$ cat config.mk
export PLATFORM = sky130hd
export DESIGN_NAME = fetchUnit
export DESIGN_NICKNAME = d
export VERILOG_FILES = /design/src/rtl/memPkg.sv /design/src/rtl/rvLsuPkg.sv /design/src/rtl/fetchUnit.sv
export SDC_FILE = /design/constraint.sdc
export NUM_CORES = 1
export LEC_CHECK = 0
export ABC_CLOCK_PERIOD_IN_PS = 12400
export BUFFER_PORTS_ARGS = -buffer_cell sky130_fd_sc_hd__buf_2
export CAP_MARGIN = 20
export CORE_ASPECT_RATIO = 0.8
export CORE_MARGIN = 8
export CORE_UTILIZATION = 49
export CTS_CLUSTER_SIZE = 24
export DETAILED_ROUTE_END_ITERATION = 12
export PLACE_DENSITY_LB_ADDON = 0.2
export SKIP_CTS_REPAIR_TIMING = 1
export SLEW_MARGIN = 20
export SYNTH_ARGS = -nofsm -noshare
export SYNTH_HDL_FRONTEND = slang
export SYNTH_SLANG_ARGS = --single-unit
$ cat constraint.sdc
create_clock -name clk -period 12.4 [get_ports clk]
set_input_delay 1.86 -clock clk [delete_from_list [all_inputs] [get_ports clk]]
set_output_delay 1.86 -clock clk [all_outputs]
set_load 0.01 [all_outputs]
$ cat src/rtl/memPkg.sv
package memPkg;

    // the RAM decodes only the low address bits
    localparam int ramAddrBits = 12;

    typedef logic [31:0] memAddr;

    // one port request, count is the byte count minus one
    typedef struct packed {
        memAddr      addr;
        logic        write;
        logic [1:0]  count;
        logic [31:0] wdata;
    } memReq;

    // store responses carry zero data
    typedef struct packed {
        logic [31:0] rdata;
    } memResp;

    // single byte access to the RAM
    typedef struct packed {
        memAddr     addr;
        logic       we;
        logic [7:0] wdata;
    } ramCmd;

endpackage

$ cat src/rtl/rvLsuPkg.sv
package rvLsuPkg;

    typedef enum logic [1:0] {
        lsByte,
        lsHalf,
        lsWord
    } lsWidth;

    // RV32I load funct3 codes
    localparam logic [2:0] LB  = 3'b000;
    localparam logic [2:0] LH  = 3'b001;
    localparam logic [2:0] LW  = 3'b010;
    localparam logic [2:0] LBU = 3'b100;
    localparam logic [2:0] LHU = 3'b101;

    // RV32I store funct3 codes
    localparam logic [2:0] SB = 3'b000;
    localparam logic [2:0] SH = 3'b001;
    localparam logic [2:0] SW = 3'b010;

    typedef struct packed {
        logic        store;
        logic [2:0]  funct3;
        logic [31:0] addr;
        logic [31:0] wdata;
    } lsReq;

    localparam logic [31:0] resetPc = 32'h0000_0000;

endpackage

$ cat src/rtl/fetchUnit.sv
`timescale 1ns/1ps

module fetchUnit (
    input  logic           clk,
    input  logic           rst,
    input  logic           redirectValid,
    input  memPkg::memAddr redirectPc,
    output logic [31:0]    instr,
    output memPkg::memAddr instrPc,
    output logic           instrValid,
    input  logic           instrReady,
    output memPkg::memReq  memReq,
    output logic           memReqValid,
    input  logic           memReqReady,
    input  memPkg::memResp memResp,
    input  logic           memRespValid,
    output logic           memRespReady
);
    import memPkg::*;
    import rvLsuPkg::*;

    memAddr pc;
    memAddr reqAddr;
    logic   reqPending;
    logic   inFlight;
    logic   drop;
    logic   issue;
    logic   reqHs;
    logic   respHs;

    // pc holds still while the instruction waits
    assign instrPc = pc;

    assign issue  = !reqPending && !inFlight && !instrValid && !redirectValid;
    assign reqHs  = reqPending && memReqReady;
    assign respHs = inFlight && memRespValid;

    assign memReqValid   = reqPending;
    assign memRespReady  = inFlight;
    assign memReq.addr   = reqAddr;
    assign memReq.write  = 1'b0;
    assign memReq.count  = 2'd3;
    assign memReq.wdata  = 32'd0;

    always_ff @(posedge clk) begin
        if (rst) begin
            pc         <= resetPc;
            reqPending <= 1'b0;
            inFlight   <= 1'b0;
            drop       <= 1'b0;
            instrValid <= 1'b0;
        end else begin
            if (issue) begin
                reqPending <= 1'b1;
            end else if (reqHs) begin
                reqPending <= 1'b0;
            end
            if (reqHs) begin
                inFlight <= 1'b1;
            end else if (respHs) begin
                inFlight <= 1'b0;
            end
            if (redirectValid) begin
                pc         <= redirectPc;
                instrValid <= 1'b0;
                // anything still outstanding belongs to the old stream
                drop       <= reqPending || (inFlight && !respHs);
            end else if (respHs) begin
                drop       <= 1'b0;
                instrValid <= !drop;
            end else if (instrValid && instrReady) begin
                instrValid <= 1'b0;
                pc         <= pc + 32'd4;
            end
        end
    end

    always_ff @(posedge clk) begin
        if (issue) begin
            reqAddr <= pc;
        end
        if (respHs) begin
            instr <= memResp.rdata;
        end
    end

endmodule

Yosys cells after proc, flatten, opt, wreduce, memory -nomap -nowiden:

Cells that the tools add are included.

* add/subtract/negate cells: 1
* reductions and logical operators: 21
* multiplexer cells: 10
* equal/unequal tests: 1

Operator list (number)
* $mux 32: 3
* $add 32x3->32 const B: 1
* $reduce_bool 2->1: 5
* $logic_and 1x1->1: 7
* $mux 1: 7
* $logic_not 1->1: 6
* $ne 2x2->1 const B: 1
* $reduce_and 2->1: 1
* $reduce_or 2->1: 1
* $logic_or 1x1->1: 1

* register bits after elaboration: 100
* output and inout bits: 134
* input port bits: 70

Longest topological paths before layout:

* depth after elaboration: 5
* depth in mapped cells: 7
* depth with buffers taken out: 6

Worst setup path after synthesis:

No wires, ideal clock.

* kind: input port to flip-flop
* start: in redirectValid
* end: reg reqAddr[0], enable pin
* library setup time: 0.505 ns
* path buffers: 1
* stages on the path: 2
* path slack: 6.581 ns
* data required time: 11.895 ns
* arrival time: 5.314 ns
* path through: clkbuf_1 -> nor4_1

* longest elaborated chain between the ends: 2

Ends and longest elaborated chain
* start: declaration: line fetchUnit.sv:6 `input logic redirectValid,`
* $logic_not 1->1: line fetchUnit.sv:34 `assign issue = !reqPending && !inFlight && !instrValid && !redirectValid;`
* $logic_and 1x1->1: line fetchUnit.sv:34
* net issue: line fetchUnit.sv:27 `logic issue;`
* end signal: assignment: line fetchUnit.sv:80 `reqAddr <= pc;`
* end: declaration: line fetchUnit.sv:23 `memAddr reqAddr;`

The timed path passes the listed nets, and every way through them passes these cells.
A chain may end at the register's enable or synchronous reset.

Worst setup path in the final report:

* start: in memRespValid
* end: reg pc[24], in the netlist instrPc[24]

* longest elaborated chain between the ends: 3

Ends and longest elaborated chain
* start: declaration: line fetchUnit.sv:16 `input logic memRespValid,`
* $logic_and 1x1->1: line fetchUnit.sv:36 `assign respHs = inFlight && memRespValid;`
* $ne 2x2->1 (no source line)
* $reduce_and 2->1 (no source line)
* end signal: assignment: line fetchUnit.sv:47 `pc <= resetPc;`
* end signal: assignment: line fetchUnit.sv:64 `pc <= redirectPc;`
* end signal: assignment: line fetchUnit.sv:73 `pc <= pc + 32'd4;`
* end: declaration: line fetchUnit.sv:22 `memAddr pc;`

No other way between the ends.

==> summary.txt <==
Least-Margin Pin Slew - 783 ps
CP Capture Type - register
Max Root-Sink Buffers - 2
post-synthesis sequential area ratio - 63.4%
reg-to-reg setup timing slack - 10050 ps
fin. max-slew vios - 0
clock sink count - 100
CTS tree - done
hold path startpoint - instrPc[1]
WP buf/inv - 2
IO Port Bufs - 168
Crit. path cell count - 7
clock latency on the worst-skew pair - 360 ps
Placer Congestion - 0.837
Detail Placement HPWL - 8000 um
worst IR drop on VDD - 0.0000551 V
synth-to-layout area growth - 24.2%
Hold Crit Depth - 0
IO Count - 204
total track usage - 18.0%
top fanout value on the critical path - 41
first-pass GRT wire length - 17100 um
Mapped Cells - 343
CTS root buf - clkbuf_8
power per cell area - 127 nW/um^2
Via Count - 3121
Worst setup SP type - input pin
largest net degree at the start of global routing - 48
Tightest Hold Check Type - register to register
final hold viol count - 0
Final Setup Violations - 0
WS Path Type - input pin to register
Remaining Overflow, GRT - 0
number of synthesized register bits - 100
Post-synth EDFFs - 64
Worst path max stage delay - 690 ps
initial antenna violation count - 1
post-synth cell types - 42
clock period minus worst slack - 3560 ps
Primary FF master, synth - edfxtp_1
1st-pass router iterations - 4
fillers - 691
Worst Reg2Reg Path Length in Cells - 6
Total Die Area - 11700 um^2
DR iter-0 viols - 174
Final nets - 580
Antenna Nets Post-Route - 0
clk slew on worst S/H paths - 90 ps
Core Region - 8370 um^2
P_leak - 0.00218 uW
Slew HR - 47.8%
Num CTS Buffers - 9
die height - 98.5 um
WHS - 473 ps
Hold Crit Endpoint - reqAddr[1]
H-tree levels - 3
Initial Utilization - 49.8%
WP data arrival - 3830 ps
RSZ-0062 raised after global routing - no
FP Rows - 30
crit-path leading delay family - simple AND/OR/NAND/NOR gates
die width - 119 um
proportion of layout cells with a drive suffix above 1 - 38.1%
WL per Instance - 16.6 um
synthesis warning total - 0
r2r endpoint - instrPc[24]
FMAX - 281 MHz
Max Cap Viol - 0
Async S/R FF share, synth - 0%
most frequent cells in the layout - buf_2 (168), edfxtp_1 (64), dfxtp_1 (36), conb_1 (35), nor2_1 (29)
syn avg cell area - 12.2 um^2
Post-route DRC - 0
period utilisation layout - 28.7%
vias per cell - 4.97
Reg2Reg Launch Point - memRespReady
Clock Skew - 10.5 ps
critical-path cell list - buf_2, nand2_2, inv_2, nor4_1, nand4_1, or3_1, a311oi_1
total negative slack - 0 ps
commonest non-fill, non-tap cell in the layout - buf_2
critical path required time - 12670 ps
Routed WL - 10400 um
number of global-route vias before repair - 3345
critical path's slowest cell - nor4_1
status - finished, final reports clean
Syn Std Cell Area - 4170 um^2
kinds of logic after synthesis:
kind of cell	share of synthesized area, %
flops	63.4
compound gates	7.11
buf+inv	8.40
other cells	0.180
xor+xnor	5.46
fa+ha+maj	0.300
simple gates	14.7
mux	0.480
metrics by stage:
stage / total power, uW / cell area [um^2] / utilization (%) / setup WS, ps / cells
after floorplan: 437 / 4290 / - / 6580 / 376
after global placement: 463 / 4980 / 59.5 / 8580 / 610
after detailed placement: 465 / 4980 / 59.5 / 8430 / 610
after CTS: 666 / 5170 / 61.8 / 8810 / 626
after global routing: 686 / 5170 / 61.8 / 8550 / 627
final: 658 / 5180 / 61.9 / 8840 / 628
state kept, by name (all words and copies together) (netlist names):
register / cells
instr: 32
instrPc: 32
instrValid: 1
reqAddr: 32
memReqValid: 1
memRespReady: 1
drop: 1
cells in the mapped netlist (all sizes together) (2+ instances only):
master	n	area, um^2
xor2	14	123
buf	38	282
a311oi	3	26.3
o21a	3	22.5
o21ai	5	25.0
edfxtp	64	1920
a211oi	17	128
and4	4	35.0
clkbuf	11	42.5
nand4	11	81.3
a21oi	12	60.1
or3	3	18.8
dfxtp	36	721
nand2	22	85.1
mux2i	2	20.0
o22ai	2	12.5
conb	2	7.51
nor3b	2	15.0
nor3	10	60.1
nor4	10	92.6
nor2	29	109
nand3	14	70.1
inv	7	26.3
xnor2	12	105
power by group:
group | switching [uW] | leakage [uW] | internal, uW | total (uW)
registers | 14.2 | 0.000904 | 374 | 388
clock network | 107 | 0.0000897 | 94.1 | 201
logic | 40.8 | 0.00119 | 28.2 | 69.0
total | 162 | 0.00218 | 496 | 658
layer usage:
layer  global-route usage [%]  wire length (um)  vias to the layer above
met5                        0                 0                        -
met4                     7.47               134                        0
met3                     5.94               817                       10
met2                     28.8              5010                      130
met1                     22.0              4450                     1474
li1                         -                 -                     1507
cell type report:
class	count	area [um^2]	share of cell area [%]
Antenna cell	2	5.00	0.0967
Clock buffer	11	131	2.54
Clock inverter	5	62.6	1.21
Inverter	7	26.3	0.507
Multi-Input combinational cell	220	1310	25.2
Sequential cell	100	2640	51.0
Tap cell	112	140	2.71
Timing Repair Buffer	171	863	16.7
how the worst max path moves through the flow:
stage,end,from,slack (ps)
after floorplan,reqAddr[0],redirectValid,6580
after global placement,instrPc[24],memRespValid,8580
after detailed placement,instrPc[24],memRespValid,8430
after CTS,instrPc[24],memRespValid,8810
after global routing,instrPc[24],memRespValid,8550
final,instrPc[24],memRespValid,8840
Note: power is estimated with default switching activity, not from simulation.
