<file path="config.mk">
export PLATFORM = sky130hd
export DESIGN_NAME = memCtrl
export DESIGN_NICKNAME = d
export VERILOG_FILES = /design/src/rtl/memPkg.sv /design/src/rtl/memCtrl.sv
export SDC_FILE = /design/constraint.sdc
export NUM_CORES = 1
export LEC_CHECK = 0
export ABC_AREA = 1
export BUFFER_PORTS_ARGS = -buffer_cell sky130_fd_sc_hd__buf_2
export CAP_MARGIN = 30
export CELL_PAD_IN_SITES_DETAIL_PLACEMENT = 1
export CELL_PAD_IN_SITES_GLOBAL_PLACEMENT = 2
export CORE_ASPECT_RATIO = 0.9
export CORE_MARGIN = 1
export CORE_UTILIZATION = 29
export CTS_BUF_LIST = sky130_fd_sc_hd__clkbuf_8
export DETAILED_ROUTE_END_ITERATION = 10
export GPL_TIMING_DRIVEN = 0
export PLACE_DENSITY = 0.95
export SYNTH_ARGS = -nofsm -noshare
export SYNTH_HDL_FRONTEND = slang
export SYNTH_SLANG_ARGS = --single-unit
</file>
<file path="constraint.sdc">
create_clock -name clk -period 3.79 [get_ports clk]
set_input_delay 0.758 -clock clk [delete_from_list [all_inputs] [get_ports clk]]
set_output_delay 0.758 -clock clk [all_outputs]
set_load 0.01 [all_outputs]
</file>
<file path="src/rtl/memPkg.sv">
package memPkg;

    // the RAM decodes only the low address bits
    localparam int ramAddrBits = 12;

    typedef logic [31:0] memAddr;

    // one port request, count is the byte count minus one
    typedef struct packed {
        memAddr      addr;
        logic        write;
        logic [1:0]  count;
        logic [31:0] wdata;
    } memReq;

    // store responses carry zero data
    typedef struct packed {
        logic [31:0] rdata;
    } memResp;

    // single byte access to the RAM
    typedef struct packed {
        memAddr     addr;
        logic       we;
        logic [7:0] wdata;
    } ramCmd;

endpackage

</file>
<file path="src/rtl/memCtrl.sv">
`timescale 1ns/1ps

module memCtrl (
    input  logic           clk,
    input  logic           rst,
    input  logic           pause,

    input  memPkg::memReq  fetchReq,
    input  logic           fetchReqValid,
    output logic           fetchReqReady,
    output memPkg::memResp fetchResp,
    output logic           fetchRespValid,
    input  logic           fetchRespReady,

    input  memPkg::memReq  dataReq,
    input  logic           dataReqValid,
    output logic           dataReqReady,
    output memPkg::memResp dataResp,
    output logic           dataRespValid,
    input  logic           dataRespReady,

    output memPkg::ramCmd  ramCmd,
    input  logic [7:0]     ramRdata
);
    import memPkg::*;

    typedef enum logic [2:0] {
        stInit,
        stIdle,
        stIssue,
        stDrain,
        stResp
    } ctrlState;

    ctrlState    state;
    memReq       curReq;
    logic        grantData;
    logic [1:0]  issueCnt;
    logic [1:0]  rdCnt;
    logic        rdPending;
    logic [31:0] word;

    logic idle;
    logic issueNow;
    logic lastIssue;
    logic respValid;
    logic respTaken;

    assign idle = (state == stIdle);

    // data side always wins the grant
    assign dataReqReady  = idle && dataReqValid;
    assign fetchReqReady = idle && !dataReqValid;

    assign issueNow  = (state == stIssue) && !pause;
    assign lastIssue = issueNow && (issueCnt == curReq.count);

    assign respValid      = (state == stResp);
    assign fetchRespValid = respValid && !grantData;
    assign dataRespValid  = respValid && grantData;
    assign respTaken      = respValid && (grantData ? dataRespReady : fetchRespReady);

    assign fetchResp.rdata = word;
    assign dataResp.rdata  = word;

    // one byte per cycle, little endian
    assign ramCmd.addr  = curReq.addr + 32'(issueCnt);
    assign ramCmd.we    = issueNow && curReq.write;
    assign ramCmd.wdata = curReq.wdata[{issueCnt, 3'b000} +: 8];

    always_ff @(posedge clk) begin
        if (rst) begin
            state     <= stInit;
            grantData <= 1'b0;
            rdPending <= 1'b0;
        end else begin
            // RAM returns the read byte one cycle after issue
            rdPending <= issueNow && !curReq.write;
            case (state)
                stInit: begin
                    state <= stIdle;
                end
                stIdle: begin
                    if (dataReqValid || fetchReqValid) begin
                        state     <= stIssue;
                        grantData <= dataReqValid;
                    end
                end
                stIssue: begin
                    if (lastIssue) begin
                        state <= curReq.write ? stResp : stDrain;
                    end
                end
                stDrain: begin
                    if (rdPending) begin
                        state <= stResp;
                    end
                end
                stResp: begin
                    if (respTaken) begin
                        state <= stIdle;
                    end
                end
                default: begin
                    state <= stIdle;
                end
            endcase
        end
    end

    // request latch and byte assembly
    always_ff @(posedge clk) begin
        if (idle) begin
            curReq   <= dataReqValid ? dataReq : fetchReq;
            issueCnt <= 2'd0;
            rdCnt    <= 2'd0;
            word     <= 32'd0;
        end else begin
            if (issueNow) begin
                issueCnt <= issueCnt + 2'd1;
            end
            if (rdPending) begin
                word[{rdCnt, 3'b000} +: 8] <= ramRdata;
                rdCnt                      <= rdCnt + 2'd1;
            end
        end
    end

endmodule

</file>
Word-level counts from Yosys, hierarchy flattened:

Index checks and enable logic that the tools add are counted.

* register bits after elaboration: 108
* input bits: 149
* output and inout bits: 109
* logic and storage cells: 51

* $add $sub $neg: 4
* equal/unequal tests: 9
* shifts and indexed selects: 3
* mux-type cells: 9
* reduce and logical (&&, ||, !) cells: 16

Operator list (number)
* 67-bit 2-to-1 mux: 1
* 32-bit by 2-bit adder with 32-bit output: 1
* 32-bit bitwise mux: 1
* 8-bit by 7-bit variable shift with 32-bit output, first input constant: 1
* 32-bit by 6-bit indexed part select with 8-bit output: 1
* 8-bit by 7-bit indexed part select with 32-bit output: 1
* 3-bit 2-to-1 mux: 5
* 3-bit one-hot mux with 4 select lines: 1
* 1-bit logical AND: 9
* 5-bit negator with 7-bit output: 1
* 3-bit by 2-bit equality test with 1-bit output, second input constant: 2
* 2-bit by 1-bit adder with 2-bit output, second input constant: 2
* 1-bit logical NOT: 4
* 2-bit by 1-bit != test with 1-bit output, second input constant: 2
* 2-bit != test, second input constant: 2
* 4-bit AND reduction: 1
* 3-bit by 1-bit equality test with 1-bit output, second input constant: 1
* 3-bit equality test, second input constant: 1
* 2-bit equality test: 1
* 2-bit AND reduction: 1
* 1-bit logical OR: 1
* 1-bit 2-to-1 mux: 1

Depth between registers and ports, before layout:

* depth in word-level cells: 5
* depth in mapped cells: 11
* depth with buffers taken out: 10

Worst setup path after synthesis:

Ideal clock, no wire load.

* path kind: register -> output
* start: register issueCnt[1]
* end: output ramCmd[39] (netlist name)
* arrival time: 1960 ps
* setup slack: 1072 ps
* cell stages (with the launch flop): 11
* path through: dfxtp_1 > clkbuf_2 > inv_1 > clkbuf_1 > fa_1 > nand3b_4 > nor2_8 > inv_2 > nor2_4 > nand2_1 > xnor2_1

RTL lines
* from (decl): RTL line memCtrl.sv:38 `logic [1:0] issueCnt;`
* from (signal assigned): RTL line memCtrl.sv:120 `issueCnt <= issueCnt + 2'd1;`
* to (decl): RTL line memCtrl.sv:22 `output memPkg::ramCmd ramCmd,`

==> flow_metrics.env <==
export IMPL_status="complete, no violations"
export IMPL_grt_max_degree=40
export IMPL_yosys_area_top_type="edfxtp_1"
export IMPL_clockBufferDepth=2
export IMPL_wl_per_cell_um=15.3
export IMPL_grt_ovfl_total=0
export IMPL_peakVddDrop_mv=0.298
export IMPL_vias=5864
export IMPL_fin_worst_skew_ps=15.8
export IMPL_leakage_nw=3.93
export IMPL_dp_hpwl_um=16300
export IMPL_clk_latency_ps=390
export IMPL_setup_viol=0
export IMPL_max_cap_violations=0
export IMPL_postSynthCellCount=764
export IMPL_die_area_um2=21400
export IMPL_drt_first_pass_iters=4
export IMPL_synth_area_top_cells="edfxtp_1 33%, nand2_1 19%, dfxtp_1 14%"
export IMPL_finalSetupTns_ps=0
export IMPL_drive_gt1_frac=0.342
export IMPL_cts_max_level=3
export IMPL_die_h_um=139
export IMPL_grtUsageTotal=0.187
export IMPL_route_detailed_drc=0
export IMPL_final_antenna_net_count=0
export IMPL_nets=1188
export IMPL_final_common_cell="nand2_1"
export IMPL_worst_path_max_fanout=12
export IMPL_core_area_um2=20200
export IMPL_grt_pass1_vias=5922
export IMPL_cts_buffers=9
export IMPL_antenna_found_initial=3
export IMPL_routabilityCongestion=0.853
export IMPL_cts_sinks=108
export IMPL_synth_top_area_frac=0.333
export IMPL_slew_viol_final=0
export IMPL_rows=49
export IMPL_grt_pass1_wl_um=31400
export IMPL_finalHoldViolCount=0
export IMPL_detail_route_wirelength_um=19800
export IMPL_rsz0062_at_grt="no"
export IMPL_drt_initial_drc_count=222
export IMPL_syn_area_per_cell_um2=7.90
export IMPL_hold_slack_ps=490
export IMPL_initial_utilization=0.299
export IMPL_port_buffers=256
export IMPL_clk_pin_slew_ps=110
export IMPL_crit_required_ps=3030
export IMPL_die_w_um=154
export IMPL_critPathKind="reg2out"
export IMPL_max_freq_mhz=289
export IMPL_critPathArrivalTime_ps=2700
export IMPL_power_density_nw_per_um2=497
export IMPL_tightest_slew_ps=628
export IMPL_ys_seq_elements=108
export IMPL_syn_area_um2=6040
export IMPL_post_cts_setup_buffers=0
export IMPL_fin_crit_sh=0.912
export IMPL_cts_root_buf="clkbuf_8"
export IMPL_syn_num_nets=921
export IMPL_final_cell_mix="311 x nand2_1, 268 x buf_2, 73 x nor2_1"
export IMPL_cts_tree="built"
export IMPL_io_pins=258
export IMPL_ys_warn_count=0
export IMPL_slew_limit_headroom=0.580
export IMPL_hold_class="reg2reg"
export IMPL_avgViaCountPerCell=4.53
export IMPL_synth_cell_types=37
export IMPL_area_growth_pct=30.3
export IMPL_start_kind="flip-flop"
export IMPL_ys_seq_area_frac=0.469
export IMPL_end_kind="primary output"
export IMPL_timing_final_crit_period_ps=3460
==> cells by family after synthesis <==
group,synth area share
AOI/OAI and AO/OA,0.0634
xor gates and xnor gates,0.0431
adders and majority gates,0.0178
buffers and inverters,0.0874
DFF,0.469
and+or+nand+nor,0.319
==> cell type report <==
type                    count  area [um^2]
diodes                      3         7.51
plain buffers              57          358
clock buffers               9          124
clock inverters             7         77.6
fillers                  2592        12300
inverters                  45          169
multi-input cells         553         2680
flip-flops and latches    108         2830
well taps                 255          319
repair buffers            257         1300
==> cells in the mapped netlist <==
cell type  instances
nand2_1          311
nor2_1            73
edfxtp_1          67
dfxtp_1           41
inv_1             40
buf_4             33
a21oi_1           28
nand3_1           18
o21ai_0           18
xor2_1            17
buf_2             13
a22oi_1           12
nor3_1            10
clkbuf_1           9
xnor2_1            9
o22ai_1            8
ha_1               7
nand2_2            7
nand4_1            7
nor2_4             5
inv_2              4
nor2_2             4
nor3_2             4
nand2_4            3
buf_1              2
nand3b_1           2
xnor2_2            2
clkbuf_2           1
clkinv_1           1
fa_1               1
nand3_2            1
nand3b_4           1
nor2_8             1
nor3_4             1
nor4_4             1
o211ai_1           1
o21ai_1            1
==> state kept, by name, indices dropped and copies added, names as in the netlist <==
signal,cells
grantData,1
issueCnt,2
rdCnt,2
state,3
dataResp,32
curReq,67
rdPending,1
==> worst max-delay path: stages, from the launching register on <==
cell and delay, ps:
dfxtp_1 370, clkbuf_2 230, inv_1 230, fa_1 510, nand3b_4 250, nor2_8 160, inv_2 70, nor2_4 120
nand2_1 80, xnor2_1 130, buf_2 150
==> per-layer routing <==
| layer | wire [um] | up-vias | GRT usage |
|---|---|---|---|
| met3 | 966 | 14 | 0.0359 |
| li1 | - | 2956 | - |
| met5 | 0 | - | 0 |
| met4 | 231 | 0 | 0.0442 |
| met1 | 8730 | 2738 | 0.233 |
| met2 | 9850 | 156 | 0.331 |
==> timing repair <==
action                     CTS  global route
setup endpoints to repair    0             6
resized for setup            0             0
hold buffers                 0             0
==> report_power, final <==
part	leakage [nW]	switching [mW]	internal, mW	total (mW)
Clock	0.0975	0.454	0.260	0.713
Combinational	2.87	0.924	0.488	1.41
Sequential	0.966	0.184	1.60	1.79
==> path summary, 6_finish.rpt <==
check | startpoint | end | slack (ps) | cells past startpoint
worst max-delay path | issueCnt[1] | ramCmd[39] | 330 | 10
worst min-delay path | dataResp[0] | dataResp[0] | 490 | 2
worst max register to register | rdCnt[0] | dataResp[14] | 1450 | 6
worst min register to register | dataResp[0] | dataResp[0] | 490 | 2
==> stage by stage <==
| step | cell area, um^2 | util | std cells | setup WS (ps) | power [mW] |
|---|---|---|---|---|---|
| floorplan | 6040 | - | 764 | 1070 | 2.62 |
| global placement | 7640 | 0.379 | 1275 | 580 | 3.21 |
| detailed placement | 7660 | 0.380 | 1276 | 588 | 3.25 |
| CTS | 7860 | 0.390 | 1292 | 97.6 | 3.97 |
| global route | 7870 | 0.390 | 1294 | 76.6 | 4.17 |
| finish | 7870 | 0.390 | 1294 | 335 | 3.91 |
(Power assumes the default switching activity.)
