==> src/rtl/memPkg.sv <==
package memPkg;

    // the RAM decodes only the low address bits
    localparam int ramAddrBits = 12;

    typedef logic [31:0] memAddr;

    // one port request, count is the byte count minus one
    typedef struct packed {
        memAddr      addr;
        logic        write;
        logic [1:0]  count;
        logic [31:0] wdata;
    } memReq;

    // store responses carry zero data
    typedef struct packed {
        logic [31:0] rdata;
    } memResp;

    // single byte access to the RAM
    typedef struct packed {
        memAddr     addr;
        logic       we;
        logic [7:0] wdata;
    } ramCmd;

endpackage

==> src/rtl/rvLsuPkg.sv <==
package rvLsuPkg;

    typedef enum logic [1:0] {
        lsByte,
        lsHalf,
        lsWord
    } lsWidth;

    // RV32I load funct3 codes
    localparam logic [2:0] LB  = 3'b000;
    localparam logic [2:0] LH  = 3'b001;
    localparam logic [2:0] LW  = 3'b010;
    localparam logic [2:0] LBU = 3'b100;
    localparam logic [2:0] LHU = 3'b101;

    // RV32I store funct3 codes
    localparam logic [2:0] SB = 3'b000;
    localparam logic [2:0] SH = 3'b001;
    localparam logic [2:0] SW = 3'b010;

    typedef struct packed {
        logic        store;
        logic [2:0]  funct3;
        logic [31:0] addr;
        logic [31:0] wdata;
    } lsReq;

    localparam logic [31:0] resetPc = 32'h0000_0000;

endpackage

==> src/rtl/loadStoreUnit.sv <==
`timescale 1ns/1ps

module loadStoreUnit (
    input  logic           clk,
    input  logic           rst,
    input  rvLsuPkg::lsReq req,
    input  logic           reqValid,
    output logic           reqReady,
    output logic [31:0]    loadData,
    output logic           respValid,
    input  logic           respReady,
    output memPkg::memReq  memReq,
    output logic           memReqValid,
    input  logic           memReqReady,
    input  memPkg::memResp memResp,
    input  logic           memRespValid,
    output logic           memRespReady
);
    import rvLsuPkg::*;

    typedef enum logic [1:0] {
        lsIdle,
        lsIssue,
        lsWait,
        lsResp
    } lsuState;

    lsuState     state;
    lsWidth      reqWidth;
    lsWidth      accWidth;
    logic        accUnsigned;
    logic [31:0] extData;

    assign reqReady     = (state == lsIdle);
    assign memReqValid  = (state == lsIssue);
    assign memRespReady = (state == lsWait);
    assign respValid    = (state == lsResp);

    always_comb begin
        if (req.store) begin
            case (req.funct3)
                SB:      reqWidth = lsByte;
                SH:      reqWidth = lsHalf;
                SW:      reqWidth = lsWord;
                default: reqWidth = lsWord;
            endcase
        end else begin
            case (req.funct3)
                LB, LBU: reqWidth = lsByte;
                LH, LHU: reqWidth = lsHalf;
                LW:      reqWidth = lsWord;
                default: reqWidth = lsWord;
            endcase
        end
    end

    // sign or zero fill above the loaded bytes
    always_comb begin
        case (accWidth)
            lsByte:  extData = {{24{memResp.rdata[7] & ~accUnsigned}}, memResp.rdata[7:0]};
            lsHalf:  extData = {{16{memResp.rdata[15] & ~accUnsigned}}, memResp.rdata[15:0]};
            default: extData = memResp.rdata;
        endcase
    end

    always_ff @(posedge clk) begin
        if (rst) begin
            state <= lsIdle;
        end else begin
            case (state)
                lsIdle:  if (reqValid) state <= lsIssue;
                lsIssue: if (memReqReady) state <= lsWait;
                lsWait:  if (memRespValid) state <= lsResp;
                lsResp:  if (respReady) state <= lsIdle;
                default: state <= lsIdle;
            endcase
        end
    end

    always_ff @(posedge clk) begin
        if (reqReady && reqValid) begin
            accWidth     <= reqWidth;
            // LBU and LHU set the top funct3 bit
            accUnsigned  <= !req.store && req.funct3[2];
            memReq.addr  <= req.addr;
            memReq.write <= req.store;
            case (reqWidth)
                lsByte: begin
                    memReq.count <= 2'd0;
                    memReq.wdata <= {24'd0, req.wdata[7:0]};
                end
                lsHalf: begin
                    memReq.count <= 2'd1;
                    memReq.wdata <= {16'd0, req.wdata[15:0]};
                end
                default: begin
                    memReq.count <= 2'd3;
                    memReq.wdata <= req.wdata;
                end
            endcase
        end
        if (memRespReady && memRespValid) begin
            loadData <= extData;
        end
    end

endmodule

==> config.mk <==
export PLATFORM = sky130hd
export DESIGN_NAME = loadStoreUnit
export DESIGN_NICKNAME = d
export VERILOG_FILES = /design/src/rtl/memPkg.sv /design/src/rtl/rvLsuPkg.sv /design/src/rtl/loadStoreUnit.sv
export SDC_FILE = /design/constraint.sdc
export NUM_CORES = 1
export LEC_CHECK = 0
export BUFFER_PORTS_ARGS = -buffer_cell sky130_fd_sc_hd__buf_4
export CAP_MARGIN = 40
export CELL_PAD_IN_SITES_DETAIL_PLACEMENT = 2
export CELL_PAD_IN_SITES_GLOBAL_PLACEMENT = 2
export CORE_MARGIN = 5
export CORE_UTILIZATION = 30
export DETAILED_ROUTE_END_ITERATION = 12
export PLACE_DENSITY_LB_ADDON = 0.1
export SYNTH_ARGS = -nofsm -noshare
export SYNTH_HDL_FRONTEND = slang
export SYNTH_SLANG_ARGS = --single-unit
==> constraint.sdc <==
create_clock -name clk -period 5.8 [get_ports clk]
set_input_delay 0.87 -clock clk [delete_from_list [all_inputs] [get_ports clk]]
set_output_delay 0.87 -clock clk [all_outputs]
set_load 0.01 [all_outputs]
Word level (Yosys, flattened, before mapping)
Cells that the tools add are included.

word-level totals
  flip-flop bits (word level) = 104

operators by class
  eq/ne operators = 12
  mux-type cells = 10
  bitwise gates (word level) = 3
  reduce and logical (&&, ||, !) cells = 11

operator list
  operator                                                number
  one-hot mux 34 bit (2 select lines)                     1
  one-hot mux 32 bit (2 select lines)                     1
  2-to-1 mux 2 bit                                        5
  one-hot mux 2 bit (2 select lines)                      2
  one-hot mux 2 bit (4 select lines)                      1
  == test 2 x 1 -> 1 bit (second input constant)          3
  == test 3 bit (second input constant)                   2
  zero test 2 bit                                         3
  == test 2 bit (second input constant)                   2
  inequality test 2 x 1 -> 1 bit (second input constant)  2
  inequality test 2 bit (second input constant)           2
  AND reduction 4 bit                                     1
  OR reduction 2 bit                                      2
  == test 3 x 1 -> 1 bit (second input constant)          1
  logical AND 1 bit                                       3
  zero test 3 bit                                         1
  AND 1 bit                                               2
  zero test 1 bit                                         1
  NOT 1 bit                                               1

Depth between registers and ports, before layout
  word-level depth = 6
  mapped depth = 6
  depth with buffers taken out = 5

Least setup slack after synthesis
OpenSTA, ideal clock, no wires.

  kind = input to register
  start = in reqValid
  end = reg accUnsigned, enable pin
  arrival = 2.484 ns
  data required time = 5.366 ns
  path slack = 2.882 ns
  stages = 1
  path through = and2_1

on the way
  longest elaborated chain between the ends = 1

ends and longest elaborated chain
  what                  RTL line             text
  from (decl)           loadStoreUnit.sv:7   input logic reqValid,
  logical AND 1 bit     loadStoreUnit.sv:81  if (reqReady && reqValid) begin
  to (signal assigned)  loadStoreUnit.sv:84  accUnsigned <= !req.store && req.funct3[2];
  to (decl)             loadStoreUnit.sv:31  logic accUnsigned;

Every way passes these cells.
A chain may end at the register's enable or synchronous reset.

Worst setup path after layout
  start = reg memReq[33] in the netlist's numbering
  end = out memReq[33] in the netlist's numbering

RTL lines
  what         RTL line             text
  from (decl)  loadStoreUnit.sv:12  output memPkg::memReq memReq,

No word-level cell between the ends.

==> results_dict.tcl <==
set metrics [dict create \
    worstPathArrival_ns 1.48 \
    r2r_slack_ns 3.98 \
    ir_drop_mv 0.247 \
    synthesis.nets 324 \
    place.gp.congestion 0.715 \
    min_to "state[1]$_SDFFE_PP0P_" \
    dpl.hpwl_um 8660 \
    clock-sinks 103 \
    antenna_found_initial 0 \
    die_h_um 121 \
    fill_cells 1175 \
    cts_tree "yes" \
    cts_hold_buf 0 \
    drc 0 \
    ys_async_sr_fraction_pct 0 \
    cts.clk_slew.worst_paths_ns 0.07 \
    syn_inst 213 \
    diodes 0 \
    p_leak_nw 2.51 \
    numPortBuffers 208 \
    grt_pass1_vias 2836 \
    max_cap_viol_count 0 \
    synth_seq_area_share_pct 83.1 \
    synthMostInstantiatedCell "edfxtp_1" \
    required_ns 4.93 \
    final_cells 598 \
    seqCellArea_mm2 0.00307 \
    start_util_pct 30.6 \
    worst_hold_path.num_cells 2 \
    cts_root_buffer "clkbuf_16" \
    hp-start "state[1]$_SDFFE_PP0P_" \
    synth_edf_count 101 \
    skew_ns 0.00710 \
    worst_pin_slew_ns 0.815 \
    tns_ns 0 \
    clk_latency_ns 0.34 \
    grt_pass1_wl_um 16200 \
    start_kind "register" \
    ys_types 20 \
    critical_path_class "register to primary output" \
    synth-warning-count 0 \
    post_cts_resize_count 0 \
    coreArea_mm2 0.0121 \
    worstPathCellList "buf_4" \
    crit_family "flip-flops" \
    critical_path.max_stage_delay_ns 0.88 \
    pwr_density_cell_mw_per_mm2 409 \
    crit_fanout 27 \
    yosys-top-cells-area "edfxtp_1, nand2_1, and2_1" \
    rsz0062_at_grt "false" \
    multiInputGateArea_um2 546 \
    vias 2551 \
    grt_max_degree 66 \
    wl_per_cell_um 18.9 \
    netlist_area_mm2 0.00370 \
    synthTopCellsByCount "edfxtp_1, nand2_1, and2_1" \
    final_layout_size_suffix_gt1_share_pct 52.8 \
    wirelength_um 11300 \
    p_total_mw 2.38 \
    ys_ff_latch 103 \
    rr_endpoint "loadData[20]$_DFFE_PP_" \
    maxSlewViolCount 0 \
    cp_num_buf_inv 1 \
    antenna_left 0 \
    numCtsBuffers 9 \
    dp.cells 582 \
    hold_class "register to register" \
    finalCriticalPeriod_ns 2.35 \
    layout.nets 536 \
    finalSetupViolations 0 \
    die_x_um 121 \
    hold_viol 0 \
    drtIter0Drc 141 \
    syn_avg_cell_area_um2 17.4 \
    holdWs_ns 0.521 \
    synth_top_area_cell "edfxtp_1" \
    max_freq_mhz 425 \
    status "finished clean" \
    gr-total-overflow 0 \
    relSlewSlack_pct 45.7 \
    synth_flop_cell "edfxtp_1" \
    clockBufferDepth 2 \
    timing.critical_path.to_type "primary output" \
    rows 40 \
    routed_via_density 4.27 \
    fin_crit_sh_pct 40.5 \
    synth_top_area_share_pct 82.1 \
    slowest_stage "edfxtp_1" \
    regToRegStartpoint "memReq[33]$_DFFE_PP_" \
    io_pins 209 \
    h-tree-depth 3 \
    first_pass_iters 4 \
    post_cts_buffers 0 \
    area_growth_pct 57.2 \
    die_area_mm2 0.0146 \
    gr-usage-all-layers_pct 14.9 \
    rr_worst_depth 2 \
]
worst register-to-register path, cell delays in order, from the launching register on:
cell and delay [ns]:
edfxtp_1 0.88, or3_1 0.56, nand2_1 0.11
sequential cells by signal, indices dropped and copies added (netlist names):
name	cells
loadData	32
state	2
accUnsigned	1
memReq	67
accWidth	1
stage by stage:
step | setup WS [ns] | utilization (%) | cell area [µm²]
after CTS | 3.37 | 48.2 | 5810
after floorplan | 2.88 | - | 3700
after global routing | 3.29 | 48.2 | 5810
after global placement | 3.58 | 44.9 | 5420
after detailed placement | 3.53 | 45.1 | 5440
final | 3.45 | 48.2 | 5810
cell usage in the layout (no fill, tap or decap):
cell type,Yosys,final
buf_16,0,1
and2_4,0,1
a21o_1,1,1
nand2b_1,3,3
inv_6,0,2
ha_1,5,5
or3_1,1,1
nor2b_1,12,12
edfxtp_1,101,101
nand2_1,40,40
buf_4,1,209
bufinv_16,0,4
dfxtp_1,2,2
clkinv_1,0,1
nor2_1,2,2
a2111oi_2,1,1
mux2i_1,3,3
or4b_1,1,1
inv_1,5,5
o21bai_1,1,1
clkbuf_16,0,9
o21ai_0,8,8
and2_1,18,17
cells by family (layout without fill, tap and decap cells):
| kind of cell | count (synthesis) | in the layout | synth area share [%] |
|---|---|---|---|
| muxes | 3 | 3 | 0.812 |
| and+or+nand+nor | 77 | 77 | 10.3 |
| buffers and inverters | 14 | 231 | 2.17 |
| AOI/OAI and AO/OA | 11 | 11 | 1.90 |
| adders and majority gates | 5 | 5 | 1.69 |
| DFF | 103 | 103 | 83.1 |
per-layer routing:
metal  global-route usage, %  vias up  wire length, µm
li1                        -     1177                -
met1                    14.8     1246             3790
met2                    28.5      114             6260
met3                    5.45       14             1030
met4                    4.60        0              195
met5                       0        -                0
report_power, final:
| part | switching [mW] | leakage, nW | internal, mW | total [mW] |
|---|---|---|---|---|
| clock network | 0.265 | 0.178 | 0.467 | 0.732 |
| logic | 0.293 | 1.36 | 0.269 | 0.562 |
| registers | 0.0607 | 0.969 | 1.02 | 1.08 |
how the worst max path moves through the flow:
stage               depth (start not counted)  slack, ns                    end                  from
floorplan                                   1       2.88  accUnsigned$_DFFE_PP_              reqValid
global placement                            4       3.58   memReq[13]$_DFFE_PP_               req[67]
detailed placement                          4       3.53    memReq[9]$_DFFE_PP_               req[67]
CTS                                         1       3.37             memReq[33]  memReq[33]$_DFFE_PP_
global route                                1       3.29             memReq[33]  memReq[33]$_DFFE_PP_
finish                                      1       3.45             memReq[33]  memReq[33]$_DFFE_PP_
area by class of cell:
| class | instances | area share (%) |
|---|---|---|
| multi-input cells | 96 | 9.39 |
| flip-flops and latches | 103 | 52.9 |
| clock buffers | 9 | 3.88 |
| clock inverters | 7 | 2.43 |
| well taps | 168 | 3.62 |
| repair buffers | 210 | 27.5 |
| inverters | 5 | 0.323 |
No activity file was read; power rests on OpenSTA's default activity.
